`src/logic/fpFormatPkg.sv`:
```
// single-precision format description
// widths, exponent bias, field and internal typedefs, special encodings

package fpFormatPkg;

  // --------------------
  // format widths
  // --------------------
  localparam int fpWidth   = 32;
  localparam int expWidth  = 8;
  localparam int fracWidth = 23;

  // significand with hidden bit, and the full product of two of them
  localparam int sigWidth  = fracWidth + 1;
  localparam int prodWidth = 2 * sigWidth;

  // internal exponent keeps two extra bits: sign plus headroom above 255
  localparam int expIntWidth = expWidth + 2;

  // exponent offset
  localparam int expBias = 127;

  // --------------------
  // vector types
  // --------------------
  typedef logic [fpWidth-1:0]   fpWordTy;
  typedef logic [expWidth-1:0]  expFieldTy;
  typedef logic [fracWidth-1:0] fracFieldTy;
  typedef logic [sigWidth-1:0]  sigTy;
  typedef logic [prodWidth-1:0] prodTy;

  // biased exponent that may leave the 1..254 range before packing
  typedef logic signed [expIntWidth-1:0] expIntTy;

  // --------------------
  // special encodings
  // --------------------
  // default quiet NaN, returned for inf * 0
  localparam fpWordTy qNanDefault = 32'h7FC0_0000;

  // exponent field of inf and NaN
  localparam expFieldTy expAllOnes = '1;

endpackage

```
`src/logic/fpOpPkg.sv`:
```
// operation-level codes for the multiplier
// rounding modes, result classes, exception flag positions

package fpOpPkg;

  // --------------------
  // rounding modes
  // --------------------
  typedef logic [1:0] rmTy;

  // round to nearest, ties to even
  localparam rmTy rmNearEven = 2'd0;
  // truncate
  localparam rmTy rmToZero   = 2'd1;
  // toward +inf
  localparam rmTy rmUp       = 2'd2;
  // toward -inf
  localparam rmTy rmDown     = 2'd3;

  // --------------------
  // result classes
  // --------------------
  typedef logic [1:0] clsTy;

  localparam clsTy clsNormal = 2'd0;
  localparam clsTy clsZero   = 2'd1;
  localparam clsTy clsInf    = 2'd2;
  localparam clsTy clsNan    = 2'd3;

  // --------------------
  // exception flags
  // --------------------
  // msb first: invalid, overflow, underflow, inexact
  typedef logic [3:0] flagsTy;

  localparam int flagInvalid   = 3;
  localparam int flagOverflow  = 2;
  localparam int flagUnderflow = 1;
  localparam int flagInexact   = 0;

endpackage

```
`src/logic/fpStageIf.sv`:
```
// stage-to-stage link of the multiplier pipeline
// valid/ready handshake plus the in-flight operation fields

`timescale 1ns/1ps

interface fpStageIf;

  // handshake
  logic valid;
  logic ready;

  // --------------------
  // payload
  // --------------------
  // result sign, already a xor b
  logic                  sign;
  // biased exponent, may be out of range
  fpFormatPkg::expIntTy  exp;
  // significands, product or reduced form, depending on the link
  fpFormatPkg::prodTy    prod;
  // class decided at decode
  fpOpPkg::clsTy         cls;
  // quiet NaN fraction to return when cls is NaN
  fpFormatPkg::fracFieldTy nanFrac;
  // invalid operation seen at decode
  logic                  invalid;
  // rounding mode travels with the pair
  fpOpPkg::rmTy          rm;

  // producer side owns the payload and valid
  modport src (
    output valid, sign, exp, prod, cls, nanFrac, invalid, rm,
    input  ready
  );

  // consumer side only answers with ready
  modport dst (
    input  valid, sign, exp, prod, cls, nanFrac, invalid, rm,
    output ready
  );

endinterface

```
`src/logic/fpDecode.sv`:
```
// stage 1 of the multiplier
// operand split, classification, sign and exponent sum

`timescale 1ns/1ps

module fpDecode (
  input  logic                 clk,
  input  logic                 rstN,
  input  logic                 inValid,
  output logic                 inReady,
  input  fpFormatPkg::fpWordTy a,
  input  fpFormatPkg::fpWordTy b,
  input  fpOpPkg::rmTy         rm,
  fpStageIf.src                down
);

  logic                    aSign, bSign;
  fpFormatPkg::expFieldTy  aExp, bExp;
  fpFormatPkg::fracFieldTy aFrac, bFrac;
  logic                    aZero, bZero, aInf, bInf, aNan, bNan;
  logic                    aSnan, bSnan, infZero;
  fpFormatPkg::expIntTy    expSum;
  fpOpPkg::clsTy           clsNext;
  fpFormatPkg::fracFieldTy nanFracNext;

  // --------------------
  // field split
  // --------------------
  assign {aSign, aExp, aFrac} = a;
  assign {bSign, bExp, bFrac} = b;

  // zero exponent covers denormals too, they count as zero
  assign aZero = (aExp == '0);
  assign bZero = (bExp == '0);
  assign aInf  = (aExp == fpFormatPkg::expAllOnes) && (aFrac == '0);
  assign bInf  = (bExp == fpFormatPkg::expAllOnes) && (bFrac == '0);
  assign aNan  = (aExp == fpFormatPkg::expAllOnes) && (aFrac != '0);
  assign bNan  = (bExp == fpFormatPkg::expAllOnes) && (bFrac != '0);
  // signaling NaN has the quiet bit clear
  assign aSnan = aNan && !aFrac[fpFormatPkg::fracWidth-1];
  assign bSnan = bNan && !bFrac[fpFormatPkg::fracWidth-1];

  assign infZero = (aInf && bZero) || (bInf && aZero);

  // biased sum, one bias removed, range -125..381
  assign expSum = fpFormatPkg::expIntTy'(aExp) + fpFormatPkg::expIntTy'(bExp)
                - fpFormatPkg::expIntTy'(fpFormatPkg::expBias);

  // --------------------
  // class and NaN payload
  // --------------------
  always_comb begin
    if (aNan || bNan || infZero) begin
      clsNext = fpOpPkg::clsNan;
    end else if (aInf || bInf) begin
      clsNext = fpOpPkg::clsInf;
    end else if (aZero || bZero) begin
      clsNext = fpOpPkg::clsZero;
    end else begin
      clsNext = fpOpPkg::clsNormal;
    end
  end

  // operand a wins, payload is returned with the quiet bit forced
  always_comb begin
    if (aNan) begin
      nanFracNext = {1'b1, aFrac[fpFormatPkg::fracWidth-2:0]};
    end else if (bNan) begin
      nanFracNext = {1'b1, bFrac[fpFormatPkg::fracWidth-2:0]};
    end else begin
      nanFracNext = fpFormatPkg::qNanDefault[fpFormatPkg::fracWidth-1:0];
    end
  end

  // --------------------
  // output slot
  // --------------------
  // slot frees when empty or when downstream takes it this edge
  assign inReady = !down.valid || down.ready;

  always_ff @(posedge clk) begin
    if (!rstN) begin
      down.valid <= 1'b0;
    end else if (inReady) begin
      down.valid <= inValid;
    end
  end

  always_ff @(posedge clk) begin
    if (inValid && inReady) begin
      down.sign    <= aSign ^ bSign;
      down.exp     <= expSum;
      // significands side by side, hidden bit set
      down.prod    <= {1'b1, aFrac, 1'b1, bFrac};
      down.cls     <= clsNext;
      down.nanFrac <= nanFracNext;
      down.invalid <= infZero || aSnan || bSnan;
      down.rm      <= rm;
    end
  end

endmodule

```
`src/logic/fpMantMul.sv`:
```
// stage 2 of the multiplier
// 24x24 significand product, one register

`timescale 1ns/1ps

module fpMantMul (
  input logic   clk,
  input logic   rstN,
  fpStageIf.dst up,
  fpStageIf.src down
);

  fpFormatPkg::sigTy  aSig, bSig;
  fpFormatPkg::prodTy prodNext;

  // a sits in the upper half of the link, b in the lower
  assign {aSig, bSig} = up.prod;

  // full-width product, operands widened by the assignment context
  assign prodNext = aSig * bSig;

  // --------------------
  // output slot
  // --------------------
  assign up.ready = !down.valid || down.ready;

  always_ff @(posedge clk) begin
    if (!rstN) begin
      down.valid <= 1'b0;
    end else if (up.ready) begin
      down.valid <= up.valid;
    end
  end

  // everything except the significands rides along untouched
  always_ff @(posedge clk) begin
    if (up.valid && up.ready) begin
      down.prod    <= prodNext;
      down.sign    <= up.sign;
      down.exp     <= up.exp;
      down.cls     <= up.cls;
      down.nanFrac <= up.nanFrac;
      down.invalid <= up.invalid;
      down.rm      <= up.rm;
    end
  end

endmodule

```
`src/logic/fpMulTop.sv`:
```
// single-precision multiplier top level
// four pipeline stages linked by three stage interfaces

`timescale 1ns/1ps

module fpMulTop (
  input  logic                 clk,
  input  logic                 rstN,
  // operand stream
  input  logic                 inValid,
  output logic                 inReady,
  input  fpFormatPkg::fpWordTy a,
  input  fpFormatPkg::fpWordTy b,
  input  fpOpPkg::rmTy         rm,
  // result stream
  output logic                 outValid,
  input  logic                 outReady,
  output fpFormatPkg::fpWordTy result,
  output fpOpPkg::flagsTy      flags
);

  // --------------------
  // stage links
  // --------------------
  // decode -> multiply, prod holds both significands
  fpStageIf s1 ();
  // multiply -> normalize, prod holds the full product
  fpStageIf s2 ();
  // normalize -> round, prod holds sig, guard, sticky
  fpStageIf s3 ();

  // --------------------
  // stages
  // --------------------
  fpDecode decode_i (
    .clk     (clk),
    .rstN    (rstN),
    .inValid (inValid),
    .inReady (inReady),
    .a       (a),
    .b       (b),
    .rm      (rm),
    .down    (s1.src)
  );

  fpMantMul mantMul_i (
    .clk  (clk),
    .rstN (rstN),
    .up   (s1.dst),
    .down (s2.src)
  );

  fpNormalize normalize_i (
    .clk  (clk),
    .rstN (rstN),
    .up   (s2.dst),
    .down (s3.src)
  );

  fpRound round_i (
    .clk      (clk),
    .rstN     (rstN),
    .up       (s3.dst),
    .outValid (outValid),
    .outReady (outReady),
    .result   (result),
    .flags    (flags)
  );

endmodule

```
`src/logic/fpNormalize.sv`:
```
// stage 3 of the multiplier
// product alignment, exponent adjust, guard and sticky reduction

`timescale 1ns/1ps

module fpNormalize (
  input logic   clk,
  input logic   rstN,
  fpStageIf.dst up,
  fpStageIf.src down
);

  localparam int pw = fpFormatPkg::prodWidth;
  localparam int sw = fpFormatPkg::sigWidth;

  logic                 hiBit;
  fpFormatPkg::sigTy    sigNext;
  logic                 guardNext;
  logic                 stickyNext;
  fpFormatPkg::expIntTy expNext;

  // product of two 1.x values lies in [1, 4), so the msb is bit 47 or 46
  assign hiBit = up.prod[pw-1];

  // --------------------
  // alignment
  // --------------------
  always_comb begin
    if (hiBit) begin
      // 1x.xxx case, shift right by one and bump the exponent
      sigNext    = up.prod[pw-1 -: sw];
      guardNext  = up.prod[pw-sw-1];
      stickyNext = |up.prod[pw-sw-2:0];
      expNext    = up.exp + fpFormatPkg::expIntTy'(1);
    end else begin
      sigNext    = up.prod[pw-2 -: sw];
      guardNext  = up.prod[pw-sw-2];
      stickyNext = |up.prod[pw-sw-3:0];
      expNext    = up.exp;
    end
  end

  // --------------------
  // output slot
  // --------------------
  assign up.ready = !down.valid || down.ready;

  always_ff @(posedge clk) begin
    if (!rstN) begin
      down.valid <= 1'b0;
    end else if (up.ready) begin
      down.valid <= up.valid;
    end
  end

  always_ff @(posedge clk) begin
    if (up.valid && up.ready) begin
      // reduced form: significand, guard, sticky, zeros below
      down.prod    <= {sigNext, guardNext, stickyNext, {(pw-sw-2){1'b0}}};
      down.exp     <= expNext;
      down.sign    <= up.sign;
      down.cls     <= up.cls;
      down.nanFrac <= up.nanFrac;
      down.invalid <= up.invalid;
      down.rm      <= up.rm;
    end
  end

endmodule

```
`src/logic/fpRound.sv`:
```
// stage 4 of the multiplier
// rounding, overflow and flush-to-zero, special results, packing and flags

`timescale 1ns/1ps

module fpRound (
  input  logic                 clk,
  input  logic                 rstN,
  fpStageIf.dst                up,
  output logic                 outValid,
  input  logic                 outReady,
  output fpFormatPkg::fpWordTy result,
  output fpOpPkg::flagsTy      flags
);

  localparam int pw = fpFormatPkg::prodWidth;
  localparam int sw = fpFormatPkg::sigWidth;
  localparam int fw = fpFormatPkg::fracWidth;

  fpFormatPkg::sigTy    sig;
  logic                 guard, sticky, inexact, incr, towardZero;
  logic [sw:0]          sigRnd;
  fpFormatPkg::expIntTy expRnd;
  fpFormatPkg::fpWordTy resNext;
  fpOpPkg::flagsTy      flagsNext;

  // reduced form from normalize
  assign sig     = up.prod[pw-1 -: sw];
  assign guard   = up.prod[pw-sw-1];
  assign sticky  = up.prod[pw-sw-2];
  assign inexact = guard | sticky;

  // --------------------
  // rounding increment
  // --------------------
  always_comb begin
    incr = 1'b0;
    case (up.rm)
      fpOpPkg::rmNearEven: incr = guard & (sticky | sig[0]);
      fpOpPkg::rmToZero:   incr = 1'b0;
      fpOpPkg::rmUp:       incr = !up.sign & inexact;
      fpOpPkg::rmDown:     incr = up.sign & inexact;
    endcase
  end

  // on carry out the significand is 1.000.. again, low bits already zero
  assign sigRnd = {1'b0, sig} + (sw+1)'(incr);
  assign expRnd = up.exp + fpFormatPkg::expIntTy'(sigRnd[sw]);

  // modes whose direction points at zero saturate instead of going to inf
  assign towardZero = (up.rm == fpOpPkg::rmToZero)
                   || ((up.rm == fpOpPkg::rmUp) && up.sign)
                   || ((up.rm == fpOpPkg::rmDown) && !up.sign);

  // --------------------
  // packing
  // --------------------
  always_comb begin
    resNext   = '0;
    flagsNext = '0;
    flagsNext[fpOpPkg::flagInvalid] = up.invalid;
    case (up.cls)
      fpOpPkg::clsNan: begin
        resNext = {1'b0, fpFormatPkg::expAllOnes, up.nanFrac};
      end
      fpOpPkg::clsInf: begin
        resNext = {up.sign, fpFormatPkg::expAllOnes, {fw{1'b0}}};
      end
      fpOpPkg::clsZero: begin
        resNext = {up.sign, {(fpFormatPkg::fpWidth-1){1'b0}}};
      end
      default: begin
        if (up.exp <= 0) begin
          // too small for a normal, flushed to signed zero
          resNext = {up.sign, {(fpFormatPkg::fpWidth-1){1'b0}}};
          flagsNext[fpOpPkg::flagUnderflow] = 1'b1;
          flagsNext[fpOpPkg::flagInexact]   = 1'b1;
        end else if (expRnd >= fpFormatPkg::expIntTy'(fpFormatPkg::expAllOnes)) begin
          // overflow, inf or largest finite depending on direction
          if (towardZero) begin
            resNext = {up.sign, fpFormatPkg::expFieldTy'(fpFormatPkg::expAllOnes - 1'b1),
                       {fw{1'b1}}};
          end else begin
            resNext = {up.sign, fpFormatPkg::expAllOnes, {fw{1'b0}}};
          end
          flagsNext[fpOpPkg::flagOverflow] = 1'b1;
          flagsNext[fpOpPkg::flagInexact]  = 1'b1;
        end else begin
          resNext = {up.sign, expRnd[fpFormatPkg::expWidth-1:0], sigRnd[fw-1:0]};
          flagsNext[fpOpPkg::flagInexact] = inexact;
        end
      end
    endcase
  end

  // --------------------
  // output slot
  // --------------------
  assign up.ready = !outValid || outReady;

  always_ff @(posedge clk) begin
    if (!rstN) begin
      outValid <= 1'b0;
    end else if (up.ready) begin
      outValid <= up.valid;
    end
  end

  always_ff @(posedge clk) begin
    if (up.valid && up.ready) begin
      result <= resNext;
      flags  <= flagsNext;
    end
  end

endmodule

```
`config.mk`:
```
export PLATFORM = sky130hd
export DESIGN_NAME = fpMulTop
export DESIGN_NICKNAME = d
export VERILOG_FILES = /design/src/logic/fpFormatPkg.sv /design/src/logic/fpOpPkg.sv /design/src/logic/fpStageIf.sv /design/src/logic/fpDecode.sv /design/src/logic/fpMantMul.sv /design/src/logic/fpMulTop.sv /design/src/logic/fpNormalize.sv /design/src/logic/fpRound.sv
export SDC_FILE = /design/constraint.sdc
export NUM_CORES = 2
export LEC_CHECK = 0
export ABC_AREA = 0
export ABC_CLOCK_PERIOD_IN_PS = 12500
export BUFFER_PORTS_ARGS = -buffer_cell sky130_fd_sc_hd__buf_2
export CORE_UTILIZATION = 40
export CTS_CLUSTER_SIZE = 12
export DETAILED_ROUTE_END_ITERATION = 10
export PLACE_DENSITY_LB_ADDON = 0.3
export SETUP_SLACK_MARGIN = 0.02
export SLEW_MARGIN = 5
export SYNTH_ARGS = -nofsm -noshare
export SYNTH_HDL_FRONTEND = slang
export SYNTH_HIERARCHICAL = 1
export SYNTH_SLANG_ARGS = --single-unit
```
`constraint.sdc`:
```
create_clock -name clk -period 12.5 [get_ports clk]
set_input_delay 0.625 -clock clk [delete_from_list [all_inputs] [get_ports clk]]
set_output_delay 0.625 -clock clk [all_outputs]
set_load 0.005 [all_outputs]
```
==> results list <==
- After layout, the minimum clock period comes to 7440 ps.
- Die Ht: 277 µm
- During placement, the flow inserted port buffers numbering 107.
- The HPWL after detailed placement is 57300 µm.
* Cell area after technology mapping: 30300 µm²
- In this run the horizontal extent of the chip is 277 µm.
* CP Data Arrival Time: 7720 ps
* Area used by multi-input combinational logic: 19400 µm²
* Syn-to-layout area delta: 7.50%
* CP Launch Type: flip-flop
- Once the clock tree was built, the setup fixing pass inserted 0 buffers.
- STA classifies the critical path endpoint as a flip-flop.
- Outcome: finished clean
- Last weighted congestion value of the routability-driven placer: 0.853
- STA puts the critical path data required time at 12780 ps.
- The repair_antennas step left the layout with diodes totalling 0.
* HP Class: input port to flip-flop
- Layout fillers: 7169
* Master cell of the clock root buffer: sky130_fd_sc_hd__clkbuf_16
* Core box area: 74700 µm²
- Highest fanout seen on the critical path: 24
- Depth of the CTS H-tree: 1
* Total count of hold-check failures in the final report: 0
- Headroom to the max-slew limit came out at 19.0%.
- The clock passes through at most 3 buffers.
- Routed wire length: 74400 µm
- The count of final max-slew check failures came to 0.
* Cell count after synthesis: 2927
- TritonCTS built the clock tree.
- Avg WL per Cell: 18.8 µm
* Maximum achievable frequency: 0.134 GHz
- The tool flagged a number of max-cap violations equal to 0.
- Number of vias per cell: 5.14
* Layout Nets: 3714
- Once the clock tree was built, the resizer swapped 0 gates to a different size.
- Once detail routing completed, the nets flagged for antenna violations numbered 0.
* First DRT Iteration DRCs: 1184
- Total iterations of the first detailed-routing run: 5
* Total global routing overflow: 0
- Hold is met by 265 ps.
- Cells with a size suffix above 1 make up 7.45% of the layout.
* Share of the clock period used by the worst path after layout: 59.5%
* Io pins: 108
* Number of clock buffers inserted by TritonCTS: 28
- Averaged over all synthesized cells, the footprint is 10.4 µm².
- Hold_buf cts: 0
- In the final timing run, aggregate negative setup slack is 0 ps.
- RSZ-0062 raised after global routing: no
* Maximum number of pins on one net before global-route repair: 66
* Measured slew at the worst slew-check pin: 1210 ps
* Placement Rows: 100
- Across every metal layer, demand over resource in global routing totals 19.7%.
- Wire length of the first global-routing pass: 119000 µm
* Clock Skew: 12.7 ps
* Register Area: 8250 µm²
- Via count of the first global-routing pass: 21200
- Antenna violations before repair: 0
- Setup violations remaining at the end of the flow were counted as 0.
* Vias post-DR: 20300
* Worst-Skew Late Latency: 540 ps
- After detailed routing, the number of remaining DRC violations is 0.
- Starting Density: 40.6%
* Area of the die: 77000 µm²
- Clock slew at the register clock pins of the worst setup and hold paths: 60 ps
* Type of the worst setup path: flip-flop to flip-flop
- Clk sinks: 276
- Warnings from Yosys: 6
==> stage by stage <==
stage	utilization, %	cell area (µm²)	instances	setup WS (ps)
2_1_floorplan	-	30400	2929	6050
3_3_place_gp	42.5	31800	3901	5120
3_5_place_dp	42.5	31800	3901	5110
4_1_cts	43.7	32600	3947	5110
5_1_grt	43.7	32600	3947	4720
6_report	43.7	32600	3947	5060
==> registers in the layout, indices dropped and copies added (netlist names), 10 cells and up <==
register                  flops
decode_i/down.prod           46
decode_i/down.exp            10
round_i/result               32
mantMul_i/down.exp           10
mantMul_i/down.prod          48
decode_i/down.nanFrac        22
normalize_i/down.exp         10
normalize_i/down.prod        26
mantMul_i/down.nanFrac       23
normalize_i/down.nanFrac     23
==> path summary, 6_finish.rpt <==
path,end,cells past startpoint,startpoint,slack [ps]
worst max-delay path,mantMul_i/down.prod[44],20,decode_i/down.prod[19],5060
worst max register to register,mantMul_i/down.prod[44],20,decode_i/down.prod[19],5060
worst min-delay path,decode_i/down.rm[0],1,rm[0],270
worst min register to register,mantMul_i/down.exp[7],0,decode_i/down.exp[7],410
==> cell usage in the layout, fill, tap and decap left out, types with 25 or more instances in the layout <==
| master | count |
|---|---|
| sky130_fd_sc_hd__xor2_1 | 38 |
| sky130_fd_sc_hd__a21oi_1 | 70 |
| sky130_fd_sc_hd__edfxtp_1 | 272 |
| sky130_fd_sc_hd__inv_1 | 576 |
| sky130_fd_sc_hd__mux2_2 | 25 |
| sky130_fd_sc_hd__buf_2 | 107 |
| sky130_fd_sc_hd__fa_1 | 483 |
| sky130_fd_sc_hd__ha_1 | 199 |
| sky130_fd_sc_hd__nand4_1 | 29 |
| sky130_fd_sc_hd__nor2_1 | 42 |
| sky130_fd_sc_hd__a21o_1 | 27 |
| sky130_fd_sc_hd__clkbuf_16 | 29 |
| sky130_fd_sc_hd__and2_1 | 309 |
| sky130_fd_sc_hd__xnor2_1 | 49 |
| sky130_fd_sc_hd__nand2_1 | 389 |
| sky130_fd_sc_hd__o21ai_0 | 55 |
| sky130_fd_sc_hd__buf_4 | 31 |
==> final cells by class <==
type                            count  share of cell area, %
Clock buffer                       43                   2.39
Clock inverter                      3                  0.211
Inverter                          576                   6.63
Multi-Input combinational cell   1942                   59.4
Sequential cell                   276                   25.3
Tap cell                          969                   3.72
Timing Repair Buffer              138                   2.35
==> layer usage <==
metal	routed length, µm	GRT usage, %	vias to the layer above
li1	-	-	9203
met1	33600	27.5	10500
met2	36200	33.6	525
met3	3640	1.94	62
met4	905	3.42	0
met5	0	0	-
==> worst max-delay path: stages, from the launching register on <==
cell and delay [ps]:
sky130_fd_sc_hd__edfxtp_1 1080, sky130_fd_sc_hd__nand2_1 190, sky130_fd_sc_hd__fa_1 540, sky130_fd_sc_hd__inv_1 50, sky130_fd_sc_hd__fa_1 570, sky130_fd_sc_hd__fa_1 450
sky130_fd_sc_hd__fa_1 540, sky130_fd_sc_hd__fa_1 430, sky130_fd_sc_hd__fa_1 490, sky130_fd_sc_hd__inv_1 50, sky130_fd_sc_hd__fa_1 490, sky130_fd_sc_hd__inv_1 50
sky130_fd_sc_hd__ha_1 370, sky130_fd_sc_hd__a21oi_1 300, sky130_fd_sc_hd__o21bai_1 140, sky130_fd_sc_hd__a311oi_1 420, sky130_fd_sc_hd__nor4b_2 410, sky130_fd_sc_hd__o31ai_2 170
sky130_fd_sc_hd__nand3_2 120, sky130_fd_sc_hd__o211ai_2 100, sky130_fd_sc_hd__xor2_1 160
Power is not shown: default switching activity piles up to over one toggle a cycle in this logic, so the estimate is an artifact.
